`src/muldiv_consts.svh`:
```
`ifndef MULDIV_CONSTS_SVH
`define MULDIV_CONSTS_SVH

// operand and register half width
`define MD_WORD_W 32

// width of the op code on the issue port
`define MD_OP_W 4

// cycles from issue to HI/LO update for the multiply family,
// the HI/LO register counts as the last stage
`define MD_MUL_LATENCY 5

// quotient bits, one per divider step
`define MD_DIV_STEPS 32

`endif

```
`src/muldiv_pkg.sv`:
```
`include "muldiv_consts.svh"

package muldiv_pkg;

	// one operand, HI or LO
	typedef logic [`MD_WORD_W-1:0] word_t;

	// full product, or HI:LO taken as one value
	typedef logic [2*`MD_WORD_W-1:0] dword_t;

	// op encoding as seen on the issue port
	typedef enum logic [`MD_OP_W-1:0] {
		MD_MULT  = 4'd0,
		MD_MULTU = 4'd1,
		MD_DIVU  = 4'd2,
		MD_DIV   = 4'd3,
		MD_MADDU = 4'd4,
		MD_MADD  = 4'd5,
		MD_MSUB  = 4'd6,
		MD_MSUBU = 4'd7,
		MD_MUL   = 4'd8
	} muldiv_op_t;

	// how a product is folded into HI:LO
	typedef enum logic [1:0] {
		ACC_SET,
		ACC_ADD,
		ACC_SUB
	} acc_mode_t;

	// issue sequencer, prefixed to keep clear of the op names
	typedef enum logic [1:0] {
		MD_ST_IDLE,
		MD_ST_MUL,
		MD_ST_DIV
	} md_state_t;

endpackage

```
`src/muldiv_decode.sv`:
```
`timescale 1ns/1ps

module muldiv_decode
	import muldiv_pkg::*;
(
	input  logic       clk,
	input  logic       rst,
	input  logic       start,
	input  muldiv_op_t op,
	input  logic       flush,
	input  logic       hilo_wr,
	input  logic       hilo_wr_hi,
	input  logic       mul_done,
	input  logic       div_done,
	output logic       busy,
	output logic       mul_start,
	output logic       div_start,
	output logic       signed_op,
	output acc_mode_t  acc_mode,
	output logic       mul_commit,
	output logic       div_commit,
	output logic       move_en,
	output logic       move_hi
);

	md_state_t state;
	md_state_t state_nxt;
	acc_mode_t acc_nxt;
	logic      is_mul;
	logic      is_div;
	logic      accept;
	logic      unit_done;
	logic      discard;

	// op to unit, signedness and accumulate mode
	always_comb
	begin
		is_mul    = 1'b0;
		is_div    = 1'b0;
		signed_op = 1'b0;
		acc_nxt   = ACC_SET;
		case (op)
			MD_MULT:
			begin
				is_mul    = 1'b1;
				signed_op = 1'b1;
			end
			MD_MULTU: is_mul = 1'b1;
			MD_DIVU:  is_div = 1'b1;
			MD_DIV:
			begin
				is_div    = 1'b1;
				signed_op = 1'b1;
			end
			MD_MADDU:
			begin
				is_mul  = 1'b1;
				acc_nxt = ACC_ADD;
			end
			MD_MADD:
			begin
				is_mul    = 1'b1;
				signed_op = 1'b1;
				acc_nxt   = ACC_ADD;
			end
			MD_MSUB:
			begin
				is_mul    = 1'b1;
				signed_op = 1'b1;
				acc_nxt   = ACC_SUB;
			end
			MD_MSUBU:
			begin
				is_mul  = 1'b1;
				acc_nxt = ACC_SUB;
			end
			MD_MUL:
			begin
				is_mul    = 1'b1;
				signed_op = 1'b1;
			end
			default:
			begin
				is_mul = 1'b0;
			end
		endcase
	end

	// only an idle unit takes a new op, and never under flush
	assign accept    = start & ~flush & (state == MD_ST_IDLE) & (is_mul | is_div);
	assign mul_start = accept & is_mul;
	assign div_start = accept & is_div;
	assign busy      = accept | (state != MD_ST_IDLE);

	assign unit_done = ((state == MD_ST_MUL) & mul_done) | ((state == MD_ST_DIV) & div_done);

	always_comb
	begin
		state_nxt = state;
		case (state)
			MD_ST_IDLE:
			begin
				if (mul_start)
					state_nxt = MD_ST_MUL;
				else if (div_start)
					state_nxt = MD_ST_DIV;
			end
			MD_ST_MUL:
			begin
				if (mul_done)
					state_nxt = MD_ST_IDLE;
			end
			MD_ST_DIV:
			begin
				if (div_done)
					state_nxt = MD_ST_IDLE;
			end
			default: state_nxt = MD_ST_IDLE;
		endcase
	end

	always_ff @(posedge clk)
	begin
		if (!rst)
		begin
			state    <= MD_ST_IDLE;
			acc_mode <= ACC_SET;
			discard  <= 1'b0;
		end
		else
		begin
			state <= state_nxt;
			if (mul_start)
				acc_mode <= acc_nxt;
			// a flush anywhere in flight kills the result
			if (unit_done)
				discard <= 1'b0;
			else if (flush && state != MD_ST_IDLE)
				discard <= 1'b1;
		end
	end

	// flush in the done cycle itself also blocks the commit
	assign mul_commit = (state == MD_ST_MUL) & mul_done & ~discard & ~flush;
	assign div_commit = (state == MD_ST_DIV) & div_done & ~discard & ~flush;

	assign move_en = hilo_wr & ~flush;
	assign move_hi = hilo_wr_hi;

endmodule

```
`src/muldiv_divider.sv`:
```
`timescale 1ns/1ps

`include "muldiv_consts.svh"

module muldiv_divider
	import muldiv_pkg::*;
(
	input  logic  clk,
	input  logic  rst,
	input  logic  start,
	input  logic  signed_op,
	input  word_t a,
	input  word_t b,
	output logic  done,
	output word_t quotient,
	output word_t remainder
);

	localparam int CNT_W = $clog2(`MD_DIV_STEPS);

	logic                   running;
	logic [CNT_W-1:0]       step_cnt;
	logic                   last_step;
	logic                   neg_quo;
	logic                   neg_rem;
	logic                   neg_a;
	logic                   neg_b;
	word_t                  a_mag;
	word_t                  b_mag;
	word_t                  divisor;
	word_t                  quo;
	word_t                  rem;
	logic [`MD_WORD_W:0]    shifted;
	logic [`MD_WORD_W+1:0]  diff;

	assign neg_a = signed_op & a[`MD_WORD_W-1];
	assign neg_b = signed_op & b[`MD_WORD_W-1];
	assign a_mag = neg_a ? -a : a;
	assign b_mag = neg_b ? -b : b;

	// next dividend bit enters the partial remainder, then try the subtract
	assign shifted   = {rem, quo[`MD_WORD_W-1]};
	assign diff      = {1'b0, shifted} - {2'b00, divisor};
	assign last_step = (step_cnt == CNT_W'(`MD_DIV_STEPS - 1));

	always_ff @(posedge clk)
	begin
		if (!rst)
		begin
			running  <= 1'b0;
			done     <= 1'b0;
			step_cnt <= '0;
		end
		else
		begin
			done <= running & last_step;
			if (start)
			begin
				running  <= 1'b1;
				step_cnt <= '0;
			end
			else if (running)
			begin
				step_cnt <= step_cnt + 1'b1;
				if (last_step)
					running <= 1'b0;
			end
		end
	end

	// datapath, quo starts as the dividend and fills with quotient bits
	always_ff @(posedge clk)
	begin
		if (start)
		begin
			quo     <= a_mag;
			rem     <= '0;
			divisor <= b_mag;
			neg_quo <= neg_a ^ neg_b;
			neg_rem <= neg_a;
		end
		else if (running)
		begin
			if (!diff[`MD_WORD_W+1])
			begin
				rem <= diff[`MD_WORD_W-1:0];
				quo <= {quo[`MD_WORD_W-2:0], 1'b1};
			end
			else
			begin
				rem <= shifted[`MD_WORD_W-1:0];
				quo <= {quo[`MD_WORD_W-2:0], 1'b0};
			end
		end
	end

	// divide by zero needs no special case, it falls out as all ones
	// and the dividend before this step
	assign quotient  = neg_quo ? -quo : quo;
	assign remainder = neg_rem ? -rem : rem;

endmodule

```
`src/muldiv_hilo.sv`:
```
`timescale 1ns/1ps

module muldiv_hilo
	import muldiv_pkg::*;
(
	input  logic      clk,
	input  logic      rst,
	input  logic      mul_commit,
	input  logic      div_commit,
	input  acc_mode_t acc_mode,
	input  dword_t    product,
	input  word_t     quotient,
	input  word_t     remainder,
	input  logic      move_en,
	input  logic      move_hi,
	input  word_t     move_data,
	input  logic      rd_hi,
	output word_t     hilo_out,
	output word_t     mul_out
);

	word_t  hi;
	word_t  lo;
	dword_t hilo_cur;
	dword_t hilo_acc;

	assign hilo_cur = {hi, lo};

	// fold the product into the current pair
	always_comb
	begin
		case (acc_mode)
			ACC_ADD: hilo_acc = hilo_cur + product;
			ACC_SUB: hilo_acc = hilo_cur - product;
			default: hilo_acc = product;
		endcase
	end

	always_ff @(posedge clk)
	begin
		if (!rst)
		begin
			hi      <= '0;
			lo      <= '0;
			mul_out <= '0;
		end
		else if (mul_commit)
		begin
			{hi, lo} <= hilo_acc;
			// MUL destination value, low word of the raw product
			mul_out  <= product[$bits(word_t)-1:0];
		end
		else if (div_commit)
		begin
			hi <= remainder;
			lo <= quotient;
		end
		else if (move_en)
		begin
			if (move_hi)
				hi <= move_data;
			else
				lo <= move_data;
		end
	end

	assign hilo_out = rd_hi ? hi : lo;

endmodule

```
`src/muldiv_multiplier.sv`:
```
`timescale 1ns/1ps

`include "muldiv_consts.svh"

module muldiv_multiplier
	import muldiv_pkg::*;
(
	input  logic   clk,
	input  logic   rst,
	input  logic   start,
	input  logic   signed_op,
	input  word_t  a,
	input  word_t  b,
	output logic   done,
	output dword_t product
);

	// HI/LO takes the final stage, so the pipe here is one short
	localparam int STAGES = `MD_MUL_LATENCY - 1;

	logic signed [2*`MD_WORD_W+1:0] prod_full;
	logic signed [`MD_WORD_W:0]     a_ext;
	logic signed [`MD_WORD_W:0]     b_ext;
	dword_t                         pipe_data [STAGES];
	logic [STAGES-1:0]              pipe_vld;

	// one extra bit makes the unsigned case a positive signed one
	assign a_ext = {signed_op & a[`MD_WORD_W-1], a};
	assign b_ext = {signed_op & b[`MD_WORD_W-1], b};

	assign prod_full = a_ext * b_ext;

	always_ff @(posedge clk)
	begin
		if (!rst)
			pipe_vld <= '0;
		else
			pipe_vld <= {pipe_vld[STAGES-2:0], start};
	end

	// payload shift stages
	always_ff @(posedge clk)
	begin
		pipe_data[0] <= prod_full[2*`MD_WORD_W-1:0];
		for (int i = 1; i < STAGES; i++)
		begin
			pipe_data[i] <= pipe_data[i-1];
		end
	end

	assign done    = pipe_vld[STAGES-1];
	assign product = pipe_data[STAGES-1];

endmodule

```
`src/muldiv_top.sv`:
```
`timescale 1ns/1ps

module muldiv_top
	import muldiv_pkg::*;
(
	input  logic       clk,
	input  logic       rst,
	input  logic       start,
	input  muldiv_op_t op,
	input  word_t      src_a,
	input  word_t      src_b,
	input  logic       flush,
	input  logic       hilo_wr,
	input  logic       hilo_wr_hi,
	input  logic       hilo_rd_hi,
	output logic       busy,
	output word_t      hilo_out,
	output word_t      mul_out
);

	logic      mul_start;
	logic      div_start;
	logic      signed_op;
	logic      mul_done;
	logic      div_done;
	logic      mul_commit;
	logic      div_commit;
	logic      move_en;
	logic      move_hi;
	acc_mode_t acc_mode;
	dword_t    product;
	word_t     quotient;
	word_t     remainder;

	muldiv_decode decode_i (
		.clk        (clk),
		.rst        (rst),
		.start      (start),
		.op         (op),
		.flush      (flush),
		.hilo_wr    (hilo_wr),
		.hilo_wr_hi (hilo_wr_hi),
		.mul_done   (mul_done),
		.div_done   (div_done),
		.busy       (busy),
		.mul_start  (mul_start),
		.div_start  (div_start),
		.signed_op  (signed_op),
		.acc_mode   (acc_mode),
		.mul_commit (mul_commit),
		.div_commit (div_commit),
		.move_en    (move_en),
		.move_hi    (move_hi)
	);

	// operands go straight from the issue port in the accept cycle
	muldiv_multiplier mul_i (
		.clk       (clk),
		.rst       (rst),
		.start     (mul_start),
		.signed_op (signed_op),
		.a         (src_a),
		.b         (src_b),
		.done      (mul_done),
		.product   (product)
	);

	muldiv_divider div_i (
		.clk       (clk),
		.rst       (rst),
		.start     (div_start),
		.signed_op (signed_op),
		.a         (src_a),
		.b         (src_b),
		.done      (div_done),
		.quotient  (quotient),
		.remainder (remainder)
	);

	muldiv_hilo hilo_i (
		.clk        (clk),
		.rst        (rst),
		.mul_commit (mul_commit),
		.div_commit (div_commit),
		.acc_mode   (acc_mode),
		.product    (product),
		.quotient   (quotient),
		.remainder  (remainder),
		.move_en    (move_en),
		.move_hi    (move_hi),
		.move_data  (src_a),
		.rd_hi      (hilo_rd_hi),
		.hilo_out   (hilo_out),
		.mul_out    (mul_out)
	);

endmodule
```
`config.mk`:
```
export PLATFORM = sky130hd
export DESIGN_NAME = muldiv_top
export DESIGN_NICKNAME = d
export VERILOG_FILES = /design/src/muldiv_pkg.sv /design/src/muldiv_decode.sv /design/src/muldiv_divider.sv /design/src/muldiv_hilo.sv /design/src/muldiv_multiplier.sv /design/src/muldiv_top.sv
export VERILOG_INCLUDE_DIRS = /design/src
export SDC_FILE = /design/constraint.sdc
export NUM_CORES = 2
export LEC_CHECK = 0
export BUFFER_PORTS_ARGS = -buffer_cell sky130_fd_sc_hd__buf_2
export CAP_MARGIN = 0
export CELL_PAD_IN_SITES_DETAIL_PLACEMENT = 0
export CELL_PAD_IN_SITES_GLOBAL_PLACEMENT = 2
export CORE_UTILIZATION = 45
export CTS_CLUSTER_SIZE = 8
export DETAILED_ROUTE_END_ITERATION = 8
export PLACE_DENSITY = 0.94
export RECOVER_POWER = 100
export SLEW_MARGIN = 10
export SYNTH_ARGS = -nofsm -noshare
export SYNTH_HDL_FRONTEND = slang
export SYNTH_HIERARCHICAL = 1
export SYNTH_SLANG_ARGS = --single-unit
```
`constraint.sdc`:
```
create_clock -name clk -period 21.4 [get_ports clk]
set_clock_uncertainty 0.05 [all_clocks]
set_input_delay 3.21 -clock clk [delete_from_list [all_inputs] [get_ports clk]]
set_output_delay 3.21 -clock clk [all_outputs]
set_load 0.05 [all_outputs]
```
==> metrics.cfg <==
[placed_design]
gp_congestion = 0.925
dp_hpwl_um = 144000
place_ws_ps = 8770
port_buffers = 139

[sta]
finalHoldViolations = 0
min_period_ps = 13170
rsz0062_at_grt = false
fmax_ghz = 0.0759
maxSlewViolCount = 543
fin_crit_sh = 0.616
setup_viol = 0
tns_ps = 0
maxSlewHeadroom = -1.15
worstMarginPinSlew_ps = 3220
fin_ws_ps = 8230

[setup_path]
reg2reg_to = hilo_i/lo[25]
crit_end = mul_i/pipe_data[0][61]
start_kind = input pin
cp_max_fo = 32
timing.rr.start = decode_i/state[1]
arrival_ps = 13670
reg2reg_slack_ps = 13370
crit_required_ps = 21890
critPathKind = input pin to register
reg2regPathDepth = 10
crit_path_start = src_a[31]
cp-end-kind = register

[global_route]
antenna_found_initial = 11
grt_pass1_wl_um = 298000
grt_usage = 0.276
grt_max_degree = 90
grt_overflow = 0
grt_pass1_vias = 50552

[logic_synthesis]
synth_seq_cells = 466
synth_nets = 8357
synth_flop_cell = dfxtp_1
avgSynthCellArea_um2 = 9.07
synth_top_area_cell = fa_1
synth-edff-count = 66
yosysUniqueCellTypes = 105
synthArstFlopShare = 0
synthTopCellsByArea = fa_1 36%, dfxtp_1 13%, inv_1 7.2%, ha_1 6.4%, nand2_1 5.6%
synth_top_area_frac = 0.364
ys_seq_area_frac = 0.161
ys_warn_count = 6
netlist_instances = 6840
synth_area_mm2 = 0.0621

[final_layout]
multi_input_area_mm2 = 0.0462
nets = 8280
layout-drive-gt1-share = 0.0444
syn2layout_area_growth_pct = 6.45
regArea_mm2 = 0.00999
post-route-util = 0.485
n_fill_cell = 13070

[routing]
via_per_inst = 5.52
drt-initial-drc-count = 3366
via_count = 47325
first_pass_iters = 6
wirelength_um = 189000
wl_per_cell_um = 22.0
ant_nets = 0
drt_drc_violations_left = 0

[floorplan]
pin_count = 140
dieArea_mm2 = 0.139
fp.dieH_um = 373
rows = 135
die_w_um = 373
core_mm2 = 0.136
start_util = 0.456

[clock_tree]
cts.repair.resized = 0
cts_tree = built
cts_hold_buf = 0
post_cts_buffers = 0
cts_sinks = 466
cts.clk_slew.worst_paths_ps = 50
insertion_delay_ps = 620
cts_buffers = 69
clock_path_buffers = 3
cts-root-buf = clkbuf_16
cts_htree_levels = 3

[hold_path]
hp-class = register to register
min_from = mul_i/pipe_data[2][28]

[job]
cap_violations = 14

[run_status]
outcome = finished, violations left
violations = capacitance limit, slew limit

[registers in the layout, indices dropped and copies added, names as in the netlist]
signal	cells
mul_i/pipe_data	256
div_i/divisor	32
div_i/quo	32
div_i/rem	32
hilo_i/hi	32
hilo_i/lo	32
hilo_i/mul_out	32
div_i/step_cnt	5
mul_i/pipe_vld	4
decode_i/acc_mode	2
decode_i/state	2
decode_i/discard	1
div_i/done	1
div_i/neg_quo	1
div_i/neg_rem	1
div_i/running	1
[critical path, stage by stage]
cell       delay (ps)
clkbuf_1          950
clkbuf_1         1530
and2_0            340
fa_1              420
inv_1             110
fa_1              390
inv_1              80
fa_1              490
fa_1              590
fa_1              450
fa_1              490
fa_1              550
fa_1              410
ha_1              490
and4_1            250
and2_0            160
inv_1              50
a2111oi_0        1090
o21a_1            410
a211oi_1          120
or4b_1            610
o21ai_0           250
xor2_1            160
[worst min-delay path by stage]
stage,cells after the start,slack (ps),end
finish,0,260,mul_i/pipe_data[3][28]
global route,0,260,mul_i/pipe_data[3][28]
CTS,0,250,mul_i/pipe_data[3][28]
detailed placement,0,260,mul_i/pipe_data[1][10]
global placement,0,260,mul_i/pipe_data[2][9]
floorplan,0,260,mul_i/pipe_data[1][0]
[through the flow]
| step | std cells | area (um2) | hold slack [ps] |
|---|---|---|---|
| 2_1_floorplan | 6840 | 62100 | 260 |
| 3_3_place_gp | 8473 | 64200 | 260 |
| 3_5_place_dp | 8473 | 64200 | 262 |
| 4_1_cts | 8576 | 66200 | 248 |
| 5_1_grt | 8577 | 66100 | 257 |
| 6_report | 8579 | 66100 | 257 |
[synth_stat cells (48+ instances only)]
cell type     n
inv_1      1196
fa_1       1127
nand2_1     918
dfxtp_1     400
and2_1      375
clkbuf_1    328
a21oi_1     320
ha_1        315
nor2_1      302
xnor2_1     262
o21ai_0     165
xor2_1       80
a21o_1       79
nor3_1       71
mux2i_1      69
a211oi_1     67
edfxtp_1     66
nand4_1      48
nor2b_1      48
[cell families (layout without fill, tap and decap cells)]
logic type,after synthesis,in the layout,share of synthesized area
AOI/OAI and AO/OA,947,947,0.0992
buffers and inverters,1554,1509,0.0949
and+or+nand+nor,1984,1984,0.152
other,0,3,0
DFF,466,466,0.161
muxes,105,105,0.0177
xor gates and xnor gates,342,342,0.0483
adders and majority gates,1442,1442,0.427
[placed cells by master, fill, tap and decap left out, types with 35 or more instances in the layout]
cell,count
clkbuf_16,69
a31oi_1,43
o21ai_0,169
a211oi_1,67
and2_1,362
xnor2_1,262
a21o_1,79
nand4_1,48
dfxtp_1,399
inv_1,1196
o211ai_1,35
o31ai_1,40
clkbuf_1,83
xor2_1,80
buf_2,94
buf_4,53
a21oi_1,321
ha_1,314
mux2i_1,69
and3_1,39
nor2_1,302
nor2b_1,48
edfxtp_1,66
nand2_1,918
fa_1,1127
nor3_1,71
[area by class of cell]
cell class | count | area share
sequential | 466 | 0.151
antenna | 3 | 0.000114
clock buffer | 95 | 0.0282
multi-input combinational | 4820 | 0.699
inverter | 1198 | 0.0681
timing repair buffer | 208 | 0.0166
clock inverter | 8 | 0.00305
tap | 1781 | 0.0337
[metal layers]
layer | vias to the layer above | share of wire | track usage
met5 | - | 0.00016 | 0
met4 | 6 | 0.043 | 0.110
met3 | 339 | 0.066 | 0.0394
met2 | 1559 | 0.48 | 0.469
met1 | 24193 | 0.41 | 0.354
li1 | 21228 | - | -
Power is left out: the tool's default activity adds up to more than one toggle a clock period on the data nets, which glitch-free logic cannot reach.
